$ cat src/design/lookup_response.sv
`timescale 1ns/10ps

module lookup_response #(
    parameter int NUM_QUEUES      = 16,
    parameter int QUEUE_IDX_WIDTH = 4
) (
    input  logic                       pcie_clk,
    input  logic                       pcie_reset_n,
    input  logic                       lookup_en,
    input  logic [QUEUE_IDX_WIDTH-1:0] lookup_pkt_queue,
    input  logic                       head_cleared,
    input  logic [QUEUE_IDX_WIDTH-1:0] head_cleared_queue,
    output logic                       lookup_valid,
    output logic                       pkt_needs_dsc
);

    logic                       lookup_en_r;
    logic [QUEUE_IDX_WIDTH-1:0] lookup_pkt_queue_r;

    // one bit per packet queue, set once a descriptor went out
    logic [NUM_QUEUES-1:0] pkt_q_status;

    ////////////////////////////////////////////////////////////
    // valid pipeline, matches the two-cycle array read
    ////////////////////////////////////////////////////////////

    always_ff @(posedge pcie_clk) begin
        if (!pcie_reset_n) begin
            lookup_en_r  <= 1'b0;
            lookup_valid <= 1'b0;
        end else begin
            lookup_en_r  <= lookup_en;
            lookup_valid <= lookup_en_r;
        end
    end

    always_ff @(posedge pcie_clk) begin
        lookup_pkt_queue_r <= lookup_pkt_queue;
    end

    ////////////////////////////////////////////////////////////
    // needs-descriptor tracking
    ////////////////////////////////////////////////////////////

    // test the bit one stage after the lookup
    always_ff @(posedge pcie_clk) begin
        if (lookup_en_r) begin
            pkt_needs_dsc <= !pkt_q_status[lookup_pkt_queue_r];
        end
    end

    always_ff @(posedge pcie_clk) begin
        if (!pcie_reset_n) begin
            pkt_q_status <= '0;
        end else begin
            if (lookup_en_r) begin
                pkt_q_status[lookup_pkt_queue_r] <= 1'b1;
            end
            // new head from the host, next lookup sends a descriptor
            // (placed last so the clear wins on the same bit)
            if (head_cleared) begin
                pkt_q_status[head_cleared_queue] <= 1'b0;
            end
        end
    end

endmodule

$ cat config.mk
export PLATFORM = sky130hd
export DESIGN_NAME = lookup_response
export DESIGN_NICKNAME = d
export VERILOG_FILES = /design/src/design/lookup_response.sv
export SDC_FILE = /design/constraint.sdc
export NUM_CORES = 1
export LEC_CHECK = 0
export ABC_CLOCK_PERIOD_IN_PS = 4200
export BUFFER_PORTS_ARGS = -buffer_cell sky130_fd_sc_hd__buf_2
export CAP_MARGIN = 20
export CORE_MARGIN = 1
export CORE_UTILIZATION = 51
export CTS_CLUSTER_SIZE = 30
export DETAILED_ROUTE_END_ITERATION = 16
export PLACE_DENSITY_LB_ADDON = 0.25
export SETUP_SLACK_MARGIN = 0.15
export SKIP_CTS_REPAIR_TIMING = 1
export SYNTH_ARGS = -nofsm -noshare
export SYNTH_HDL_FRONTEND = slang
export SYNTH_SLANG_ARGS = --single-unit
$ cat constraint.sdc
create_clock -name pcie_clk -period 4.2 [get_ports pcie_clk]
set_clock_uncertainty 0.1 [all_clocks]
set_input_delay 0.84 -clock pcie_clk [delete_from_list [all_inputs] [get_ports pcie_clk]]
set_output_delay 0.84 -clock pcie_clk [all_outputs]
set_load 0.03 [all_outputs]
## Yosys cells after proc, flatten, opt, wreduce, memory -nomap -nowiden

Cells that the tools add are included.

- Word-level logic and storage cells: 24
- Bits in registers: 23
- Input port bits: 12
- Output and inout bits: 2

- Bitwise gates (word level): 3
- Multiplexer cells: 9
- Reductions and logical operators: 3
- $lt $le $gt $ge: 4

Operators by type and width:

| kind | count |
|---|---|
| 16-bit 2-to-1 mux | 3 |
| 16-bit bitwise AND | 1 |
| 16-bit inverter | 1 |
| 16-bit OR | 1 |
| 4-bit by 5-bit < comparator with 1-bit output, second input constant | 2 |
| 1-bit demux with 4-bit select | 2 |
| 4-bit by 1-bit greater-or-equal comparator with 1-bit output, second input constant | 2 |
| 1-bit binary-select mux with 4-bit select | 1 |
| 1-bit 2-to-1 mux | 3 |
| 1-bit logical AND | 2 |
| 1-bit logical NOT | 1 |

## Longest topological paths before layout

Gate-level depths: netlist of run 1.

- Depth in word-level cells: 9
- Gate-level depth with buffers: 4
- Mapped depth without buffers: 3

## Worst setup path after synthesis of run 1

No wires, ideal clock.

- Kind: in2reg
- From: in head_cleared_queue[1]
- To: reg pkt_q_status[12]
- Stages on the path: 3
- Library setup time: 0.118 ns
- Setup slack: 2.464 ns
- Data required time: 3.982 ns
- Data arrival time: 1.518 ns
- Path through: or3b_2 o21ai_0 nor2_1

- Cells in the longest elaborated chain, start to end: 7

Ends and longest elaborated chain:

| element | line | text |
|---|---|---|
| start: declaration | 12 | `input logic [QUEUE_IDX_WIDTH-1:0] head_cleared_queue,` |
| 4-bit by 5-bit < comparator with 1-bit output (implied by the code) / 4-bit by 1-bit greater-or-equal comparator with 1-bit output (equally long branches) | 62 | `pkt_q_status[head_cleared_queue] <= 1'b0;` |
| 1-bit logical AND (implied by the code) | 62 |  |
| 1-bit 2-to-1 mux (implied by the code) | 62 |  |
| 1-bit demux with 4-bit select (*) | 62 |  |
| 16-bit inverter (no source line) (*) | - |  |
| 16-bit bitwise AND (no source line) (*) | - |  |
| 16-bit 2-to-1 mux (*) | 61 | `if (head_cleared) begin` |
| end signal: assignment | 54 | `pkt_q_status <= '0;` |
| end signal: indexed assignment | 57 | `pkt_q_status[lookup_pkt_queue_r] <= 1'b1;` |
| end signal: indexed assignment | 62 |  |
| end: declaration | 21 | `logic [NUM_QUEUES-1:0] pkt_q_status;` |

Mark *: on every way between the ends. The rest lies on a longest branch, timed or not.
A chain may end at the register's enable or synchronous reset.

## Final worst setup path of run 1

- From: reg pkt_needs_dsc
- To: out pkt_needs_dsc

RTL lines:

| element | line | text |
|---|---|---|
| start: declaration | 14 | `output logic pkt_needs_dsc` |
| start signal: assignment | 48 | `pkt_needs_dsc <= !pkt_q_status[lookup_pkt_queue_r];` |

No word-level cell between the ends.

==> qor.txt, run 1 <==
final worst path period need - 1.802 ns
Synth Area in Adders - 0%
Crit path largest cell delay - 0.37 ns
sequential area share after synthesis - 47.59%
All-Layer GR Usage - 21.25%
Final Max Tran Viols - 0
GPL Wtd Cong - 0.8031
first-pass detailed-route iteration total - 4
Post-DP Area - 1062 um2
largest family of logic cells by synthesized area - simple AND/OR/NAND/NOR gates
RSZ-0062 raised after global routing - false
Synth top area share - 44.56%
worst path required time - 3.26 ns
area delta synth->final - 10.25%
clk sinks - 23
critical path, cell by cell - buf_2
Clk Latency, worst-skew pair - 0.32 ns
Synth Area per Inst - 9.691 um2
first-pass GRT wire length - 2.973 mm
Total Nets Final - 129
compound-cell area share of the yosys netlist - 17.97%
worst path bufs/invs - 1
Top Metal Used - met4
NetSw - 89.66 uW
Worst VDD drop - 213.8 uV
Lkg Pwr - 0.0004195 uW
top cells by area, synth - dfxtp_1 45%, o21ai_0 7.1%, nor2_1 6.5%
final wirelength - 1.918 mm
post-route ant nets - 0
Flop pwr share - 63.7%
Num CTS Buffers - 3
Cell Area, Synth - 988.4 um2
Initial Utilization - 56.03%
post-route cell area - 1090 um2
core area - 1764 um2
Comb pwr share - 8.4%
clock power share - 27.9%
WL met3 - 104 um
Synth area leader - dfxtp_1
Final Hold Fails - 0
DR iter-0 viols - 9
status - finished clean
commonest non-fill, non-tap cell in the layout - dfxtp_1
layout cell share with drive strength beyond 1 - 23.28%
most frequent cells in the layout - 22 x dfxtp_1, 17 x nor2_1, 14 x o21ai_0, 13 x buf_2, 12 x a21oi_1
largest net degree at the start of global routing - 19
critical path's slowest cell - edfxtp_1
hold path start - pkt_q_status[2]
post-synthesis mux area share - 9.873%
Seq cells post-synth - 23
sw frac - 24.63%
Post-DP HPWL - 1.416 mm
Slew headroom - 72.55%
Post-Synth XOR/XNOR Area - 0%
Worst Setup SP - pkt_needs_dsc
Simple-Gate Fraction of Synth Area - 21.52%
Synth Instances - 102
hold path cells - 2
H-tree lvl count - 1
WP data arrival - 0.86 ns
total power per unit cell area - 334.0 nW/um2
Worst R2R End - pkt_needs_dsc
via count - 789
CTS clk-pin slew, worst paths - 0.13 ns
Vias per Instance - 5.596
Least-Margin Pin Slew - 0.4111 ns
Die Y - 46.03 um
n_diodes - 0
Detail Route met2 WL - 869 um
Reg2Reg Depth - 3
Boundary Pins - 14
reg2reg start - lookup_pkt_queue_r[0]
Die X - 46.03 um
GRT overflow - 0
Syn. warnings - 0
type of destination of the critical path - primary output
r2r setup slk - 2.47 ns
Clock Tree Buf Depth - 2
setup TNS - 0 ns
Site Rows - 15
TritonCTS clock tree - yes
Post-Route M1 WL - 912 um
period utilisation layout - 42.91%
fmax - 554.9 MHz
Hold EP - pkt_q_status[2]
CP Class - reg -> out
Final setup viols - 0
Net Count, Synth - 114
vias in the first global route - 677
max-cap violation count - 0
Root Buffer - clkbuf_4
initial antenna violation count - 0
post-DR wirelength/cell - 13.60 um
Int Power - 274.4 uW
Startpoint Class - flop
Port Buf Inserts - 13
crit-path leading delay family - flip-flops
Die ar. - 2118 um2
Min-Delay Path Class - reg -> reg
critical path fanouts, max - 1
post-synth cell types - 29
DRC errors left - 0
Yosys cell counts, drive strengths merged:
cell type	count
a21oi	12
o21ai	14
dfxtp	22
nand3b	2
and3	2
nand4	2
edfxtp	1
or2	1
nor2	17
and2	2
buf	2
clkbuf	1
nor2b	1
a41oi	2
and3b	2
nor3b	1
nand3	2
o221a	2
nand2b	2
nand2	2
inv	2
a22oi	1
and2b	2
mux4	4
or3b	1
layout make-up:
| class | count | area (um2) |
|---|---|---|
| tap | 25 | 31.28 |
| fill | 161 | 674.4 |
| clock inverter | 1 | 5.005 |
| inverter | 2 | 7.507 |
| multi-input combinational | 74 | 488.0 |
| clock buffer | 3 | 22.52 |
| timing repair buffer | 13 | 65.06 |
| sequential | 23 | 470.5 |
layer usage:
layer / vias to the layer above / GRT usage [%]
met3: 4 / 8.333
met2: 22 / 31.27
met5: - / 0
met1: 359 / 27.03
met4: 0 / 10.00
li1: 404 / -
worst min-delay path, cell delays in order, from the launching register on:
cell and delay, ns:
dfxtp_1 0.35, a21oi_1 0.04, nor2_1 0.08
power by group through the flow:
stage	clock [uW]	sequential, uW	combinational (uW)
final	102	232	30.5
after global routing	117	233	33.7
after CTS	104	232	30.3
after detailed placement	0	237	30.2
after global placement	0	236	29.8
after floorplan	0	234	21.7
stage by stage:
step           hold WS, ns  setup slack, ns  total power, uW  util, %  cells
2_1_floorplan       0.3431            2.464            255.2        -    102
3_3_place_gp        0.3570            2.303            266.1    60.21    137
3_5_place_dp        0.3678            2.259            266.8    60.21    137
4_1_cts             0.3980            2.384            366.0    61.77    141
5_1_grt             0.4249            2.339            383.6    61.77    141
6_report            0.3963            2.398            364.0    61.77    141
flip-flops by register name (all words and copies together), names as in the netlist:
| signal | flops |
|---|---|
| pkt_needs_dsc | 1 |
| pkt_q_status | 16 |
| lookup_pkt_queue_r | 4 |
| lookup_valid | 1 |
| lookup_en_r | 1 |
cell families (layout without fill, tap and decap cells):
family | Yosys count | in the layout
AND/OR/NAND/NOR | 39 | 39
AO/OA/AOI/OAI | 31 | 31
flip-flops | 23 | 23
buffers and inverters | 5 | 19
multiplexers | 4 | 4
worst max-delay path by stage:
stage	endpoint	cells past startpoint
2_1_floorplan	pkt_q_status[12]	3
5_1_grt	pkt_needs_dsc	1
3_5_place_dp	pkt_q_status[8]	4
3_3_place_gp	pkt_q_status[12]	4
6_report	pkt_needs_dsc	1
4_1_cts	pkt_needs_dsc	1
Power figures use the tool's default switching activity.
==> run 2: changes to the inputs <==
--- a/config.mk
+++ b/config.mk
@@ -5,7 +5,7 @@
 export SDC_FILE = /design/constraint.sdc
 export NUM_CORES = 1
 export LEC_CHECK = 0
-export ABC_CLOCK_PERIOD_IN_PS = 4200
+export ABC_CLOCK_PERIOD_IN_PS = 1900
 export BUFFER_PORTS_ARGS = -buffer_cell sky130_fd_sc_hd__buf_2
 export CAP_MARGIN = 20
 export CORE_MARGIN = 1
==> constraint.sdc (replaced) <==
create_clock -name pcie_clk -period 1.9 [get_ports pcie_clk]
set_clock_uncertainty 0.1 [all_clocks]
set_input_delay 0.38 -clock pcie_clk [delete_from_list [all_inputs] [get_ports pcie_clk]]
set_output_delay 0.38 -clock pcie_clk [all_outputs]
set_load 0.03 [all_outputs]
==> run 2 against run 1 <==
  * Die area unchanged
  * Register-to-register slack worse by 2.1 ns
  * Hold slack worse by 0.33 ns
  * Via count down 0.13%
  * Core utilization unchanged
  * Wire length down 1.7%
  * Global-route usage up 0.40 points
  * First-iteration DRC count up 67%
  * Non-clock buffer count unchanged
==> qor.txt, run 2 (synthesis gave the netlist of run 1 again) <==
Die ar. - 2118 um2 (unchanged)
final worst path period need - 1.540 ns
clk sinks - 23 (unchanged)
Die Y - 46.03 um (unchanged)
Post-DP HPWL - 1.492 mm (was 1.416 mm)
worst path bufs/invs - 0 (was 1)
first-pass detailed-route iteration total - 4 (unchanged)
GPL Wtd Cong - 0.8024 (was 0.8031)
Vias per Instance - 5.589 (was 5.596)
number of flip-flops in the largest register - 16 (unchanged)
Startpoint Class - flop (unchanged)
Boundary Pins - 14 (unchanged)
All-Layer GR Usage - 21.65% (was 21.25%)
max-cap violation count - 0 (unchanged)
post-route cell area - 1090 um2 (unchanged)
r2r setup slk - 0.36 ns (was 2.47 ns)
Site Rows - 15 (unchanged)
sw frac - 23.84% (was 24.63%)
Final setup viols - 0 (unchanged)
Initial Utilization - 56.03% (unchanged)
Least-Margin Pin Slew - 0.4124 ns (was 0.4111 ns)
n_diodes - 0 (unchanged)
via count - 788 (was 789)
Worst Setup SP - lookup_pkt_queue_r[0] (was pkt_needs_dsc)
Largest regs - pkt_q_status: 16 flops, lookup_pkt_queue_r: 4 flops (unchanged)
critical path's slowest cell - mux4_2 (was edfxtp_1)
H-tree lvl count - 1 (unchanged)
core area - 1764 um2 (unchanged)
Die X - 46.03 um (unchanged)
RSZ-0062 raised after global routing - false (unchanged)
TritonCTS clock tree - yes (unchanged)
most frequent cells in the layout - 21 x dfxtp_1, 17 x nor2_1, 14 x o21ai_0, 13 x buf_2, 12 x a21oi_1 (was 22 x dfxtp_1, 17 x nor2_1, 14 x o21ai_0, 13 x buf_2, 12 x a21oi_1)
final non-filler cell total - 141 (unchanged)
clock power share - 27.7% (was 27.9%)
NetSw - 190.9 uW (was 89.66 uW)
Post-Place Cells - 137 (unchanged)
Final Max Tran Viols - 0 (unchanged)
post-route ant nets - 0 (unchanged)
hold path start - lookup_pkt_queue[1] (was pkt_q_status[2])
Worst R2R End - pkt_needs_dsc (unchanged)
Crit path largest cell delay - 0.53 ns (was 0.37 ns)
WP data arrival - 1.63 ns (was 0.86 ns)
crit-path leading delay family - multiplexers (was flip-flops)
DRC errors left - 0 (unchanged)
Setup WS post-layout - 0.3600 ns (was 2.398 ns)
initial antenna violation count - 0 (unchanged)
reg2reg start - lookup_pkt_queue_r[0] (unchanged)
commonest non-fill, non-tap cell in the layout - dfxtp_1 (unchanged)
Reg2Reg Depth - 3 (unchanged)
Clk Latency, worst-skew pair - 0.30 ns (was 0.32 ns)
DR iter-0 viols - 15 (was 9)
Num CTS Buffers - 3 (unchanged)
Slew headroom - 72.45% (was 72.55%)
Comb pwr share - 8.4% (about the same)
Final Hold Fails - 0 (unchanged)
Largest Register - pkt_q_status (unchanged)
Post-DP Area - 1062 um2 (unchanged)
period utilisation layout - 81.05%
hold path cells - 1 (was 2)
Int Power - 609.8 uW (was 274.4 uW)
type of destination of the critical path - flop (was primary output)
first-pass GRT wire length - 3.077 mm (was 2.973 mm)
Worst VDD drop - 495.7 uV (was 213.8 uV)
final wirelength - 1.885 mm (was 1.918 mm)
Clock Tree Buf Depth - 2 (unchanged)
setup TNS - 0 ns (unchanged)
CTS clk-pin slew, worst paths - 0.12 ns (was 0.13 ns)
fmax - 649.3 MHz
area delta synth->final - 10.25% (unchanged)
Lkg Pwr - 0.0004168 uW (was 0.0004195 uW)
layout cell share with drive strength beyond 1 - 23.28% (unchanged)
Min-Delay Path Class - in -> reg (was reg -> reg)
critical path, cell by cell - mux4_2 -> a22oi_1 -> and3_1 (was buf_2)
Total Nets Final - 129 (unchanged)
Root Buffer - clkbuf_4 (unchanged)
total power per unit cell area - 734.7 nW/um2 (was 334.0 nW/um2)
Hold EP - lookup_pkt_queue_r[1] (was pkt_q_status[2])
status - finished clean (unchanged)
Port Buf Inserts - 13 (unchanged)
pre-CTS setup slack - 0.2738 ns (was 2.259 ns)
vias in the first global route - 709 (was 677)
Flop pwr share - 63.9% (was 63.7%)
critical path fanouts, max - 10 (was 1)
GRT overflow - 0 (unchanged)
worst path required time - 1.99 ns (was 3.26 ns)
CP Class - reg -> reg (was reg -> out)
largest net degree at the start of global routing - 19 (unchanged)
post-DR wirelength/cell - 13.37 um (was 13.60 um)
## run 2: changes by cell type in the layout (fill, tap and decap cells not counted), sizes merged
cell,previous run,this run
clkbuf,3,4
clkinv,1,0
## run 2: worst reg2reg max path, cell delays in order, from the launching register on
cell and delay [ns]:
dfxtp_2 0.46, mux4_2 0.53, a22oi_1 0.17, and3_1 0.17
## run 2: layout make-up
class / instances / area (um2)
multi-input cells: 74 / 488.0
flip-flops and latches: 23 / 471.7
inverters: 2 / 7.507
well taps: 25 / 31.28
clock buffers: 4 / 26.28
fillers: 163 / 674.4
repair buffers: 13 / 65.06
## run 2: through the flow
step	power, uW	hold slack [ns]	utilization, %
4_1_cts	802.8	0.05756	61.70
5_1_grt	841.3	0.03712	61.77
6_report	800.7	0.06329	61.77
2_1_floorplan	564.1	0.3077	-
3_3_place_gp	587.6	0.3590	60.21
3_5_place_dp	589.7	0.3674	60.21
## run 2: metal layers
layer,global-route usage [%],vias to the layer above,part of all wire (%)
met3,5.952,2,3.9
met2,32.68,20,47
met1,27.30,366,48
met5,0,-,0
li1,-,400,-
met4,12.94,0,1.2
## run 2: worst max-delay path by stage
stage	end	slack, ns	cells after the start
5_1_grt	pkt_needs_dsc	0.28	3
4_1_cts	pkt_needs_dsc	0.24	3
3_3_place_gp	pkt_needs_dsc	0.31	3
3_5_place_dp	pkt_needs_dsc	0.27	3
2_1_floorplan	pkt_needs_dsc	0.45	4
6_report	pkt_needs_dsc	0.36	3
## run 2: power by group through the flow
| stage | Combinational, uW | Clock (uW) | Sequential (uW) |
|---|---|---|---|
| floorplan | 47.9 | 0 | 516 |
| global placement | 66.1 | 0 | 521 |
| detailed placement | 67.7 | 0 | 522 |
| CTS | 67.8 | 224 | 511 |
| global route | 75.6 | 252 | 514 |
| finish | 67.5 | 222 | 512 |
==> run 3: changes to the inputs <==
--- a/config.mk
+++ b/config.mk
@@ -5,11 +5,11 @@
 export SDC_FILE = /design/constraint.sdc
 export NUM_CORES = 1
 export LEC_CHECK = 0
-export ABC_CLOCK_PERIOD_IN_PS = 1900
+export ABC_CLOCK_PERIOD_IN_PS = 1340
 export BUFFER_PORTS_ARGS = -buffer_cell sky130_fd_sc_hd__buf_2
 export CAP_MARGIN = 20
 export CORE_MARGIN = 1
-export CORE_UTILIZATION = 51
+export CORE_UTILIZATION = 49
 export CTS_CLUSTER_SIZE = 30
 export DETAILED_ROUTE_END_ITERATION = 16
 export PLACE_DENSITY_LB_ADDON = 0.25
==> constraint.sdc (replaced) <==
create_clock -name pcie_clk -period 1.34 [get_ports pcie_clk]
set_clock_uncertainty 0.1 [all_clocks]
set_input_delay 0.268 -clock pcie_clk [delete_from_list [all_inputs] [get_ports pcie_clk]]
set_output_delay 0.268 -clock pcie_clk [all_outputs]
set_load 0.03 [all_outputs]
==> run 3 against run 2 <==
  * Non-clock buffer count rose by 14
  * The run now ends with negative setup slack left
  * Cell area rose by 18%
  * Clock power rose by 40%
  * Critical path depth did not move
  * Die area rose by 3.9%
  * Global-route usage rose by 0.96 points
  * Critical endpoint unchanged
  * Total power rose by 48%
  * Wire length rose by 26%
  * Count of clock-buffer cells in the layout fell by 1
  * Sequential cell count did not move
  * Cell count rose by 9.9%
==> qor.txt, run 3 (synthesis gave the netlist of run 1 again) <==
Num CTS Buffers - 3 (unchanged)
Root Buffer - clkbuf_4 (unchanged)
hold slack - 0.07700 ns (was 0.06329 ns)
Worst VDD drop - 668.6 uV (was 495.7 uV)
DR iter-0 viols - 22 (was 15)
FF+latch area - 481.7 um2 (was 471.7 um2)
RSZ-0062 raised after global routing - true (was false)
WL met3 - 100 um (was 73 um)
Clock Tree Buf Depth - 2 (unchanged)
type of destination of the critical path - flop (unchanged)
first-pass GRT wire length - 3.367 mm (was 3.077 mm)
Top Metal Used - met4 (unchanged)
Detail Route met2 WL - 1.218 mm (was 883 um)
via count - 893 (was 788)
DRC errors left - 0 (unchanged)
Total Nets Final - 143 (was 129)
Lkg Pwr - 0.0005059 uW (was 0.0004168 uW)
Setup WS post-layout - -0.1507 ns (was 0.3600 ns)
core area - 1802 um2 (was 1764 um2)
max-cap violation count - 0 (unchanged)
layout cell share with drive strength beyond 1 - 40.77% (was 23.28%)
Port Buf Inserts - 13 (unchanged)
Int Power - 891.5 uW (was 609.8 uW)
WP data arrival - 1.58 ns (was 1.63 ns)
total power per unit cell area - 919.8 nW/um2 (was 734.7 nW/um2)
period utilisation layout - 111.2% (was 81.05%)
H-tree lvl count - 1 (unchanged)
Final Hold Fails - 0 (unchanged)
Startpoint Class - flop (unchanged)
first-pass detailed-route iteration total - 4 (unchanged)
worst path required time - 1.43 ns (was 1.99 ns)
failing checks - negative setup slack
GPL Wtd Cong - 0.8259 (was 0.8024)
final worst path period need - 1.491 ns (was 1.540 ns)
Final setup viols - 1 (was 0)
largest net degree at the start of global routing - 19 (unchanged)
CP Class - reg -> reg (unchanged)
Final Max Tran Viols - 0 (unchanged)
Min-Delay Path Class - in -> reg (unchanged)
clock power share - 26.2% (was 27.7%)
CTS clk-pin slew, worst paths - 0.12 ns (about the same)
final wirelength - 2.380 mm (was 1.885 mm)
fmax - 670.8 MHz (was 649.3 MHz)
Site Rows - 15 (unchanged)
sw frac - 24.65% (was 23.84%)
Vias per Instance - 5.761 (was 5.589)
Clk Latency, worst-skew pair - 0.31 ns (was 0.30 ns)
All-Layer GR Usage - 22.60% (was 21.65%)
initial antenna violation count - 0 (unchanged)
clk sinks - 23 (unchanged)
Comb pwr share - 12.5% (was 8.4%)
most frequent cells in the layout - 17 x nor2_1, 17 x dfxtp_1, 14 x o21ai_0, 11 x buf_2, 8 x buf_4 (was 21 x dfxtp_1, 17 x nor2_1, 14 x o21ai_0, 13 x buf_2, 12 x a21oi_1)
Post-DP HPWL - 1.714 mm (was 1.492 mm)
Largest Register - pkt_q_status (unchanged)
NetSw - 291.6 uW (was 190.9 uW)
area delta synth->final - 30.13% (was 10.25%)
Initial Utilization - 54.86% (was 56.03%)
Slew headroom - 80.74% (was 72.45%)
post-route ant nets - 0 (unchanged)
Flop pwr share - 61.3% (was 63.9%)
post-DR wirelength/cell - 15.35 um (was 13.37 um)
r2r setup slk - -0.15 ns (was 0.36 ns)
status - complete, but fails checks (was finished clean)
vias in the first global route - 784 (was 709)
Die X - 46.92 um (was 46.03 um)
Boundary Pins - 14 (unchanged)
Die ar. - 2201 um2 (was 2118 um2)
setup TNS - -0.1507 ns (was 0 ns)
n_diodes - 0 (unchanged)
Least-Margin Pin Slew - 0.2859 ns (was 0.4124 ns)
critical path fanouts, max - 7 (was 10)
Fillers - 144 (was 163)
multi-input logic area - 538.0 um2 (was 488.0 um2)
total power - 1183 uW (was 800.7 uW)
Post-Route M1 WL - 1.032 mm (was 905 um)
number of flip-flops in the largest register - 16 (unchanged)
Die Y - 46.92 um (was 46.03 um)
TritonCTS clock tree - yes (unchanged)
GRT overflow - 0 (unchanged)
Largest regs - pkt_q_status: 16 flops, lookup_pkt_queue_r: 4 flops (unchanged)
[run 3: stage by stage]
step / instance area [um2] / instances / setup WS (ns) / utilization (%)
after floorplan: 989.7 / 102 / -0.1066 / -
after global placement: 1131 / 146 / -0.1296 / 62.78
after detailed placement: 1131 / 146 / -0.1812 / 62.78
after CTS: 1159 / 150 / -0.2159 / 64.31
after global routing: 1286 / 155 / -0.1863 / 71.39
final: 1286 / 155 / -0.1507 / 71.39
[run 3: area by class of cell]
cell class / count / share of cell area, %
well taps: 25 / 2.432
clock inverters: 1 / 0.3891
inverters: 2 / 0.5837
multi-input cells: 74 / 41.83
repair buffers: 27 / 15.56
flip-flops and latches: 23 / 37.45
clock buffers: 3 / 1.751
[run 3: critical path, cell delays in order, from the launching register on]
cell     delay [ns]
dfxtp_4        0.42
mux4_2         0.52
a22oi_2        0.18
and3_1         0.16
[run 3: layer usage]
| layer | GRT usage, % | vias to the layer above |
|---|---|---|
| li1 | - | 432 |
| met1 | 27.82 | 434 |
| met2 | 36.67 | 23 |
| met5 | 0 | - |
| met3 | 9.231 | 4 |
| met4 | 6.286 | 0 |
[run 3: final timing paths]
kind	start	endpoint	cells past startpoint
worst max-delay path	lookup_pkt_queue_r[0]	pkt_needs_dsc	3
worst min-delay path	lookup_en	lookup_en_r	2
worst max register to register	lookup_pkt_queue_r[0]	pkt_needs_dsc	3
worst min register to register	pkt_q_status[7]	pkt_q_status[7]	2
[run 3: power by group through the flow]
stage / sequential [uW] / clock, uW / combinational [uW]
floorplan: 732 / 0 / 67.9
finish: 725 / 310 / 148
global route: 728 / 350 / 159
detailed placement: 738 / 0 / 120
global placement: 737 / 0 / 116
CTS: 723 / 315 / 121
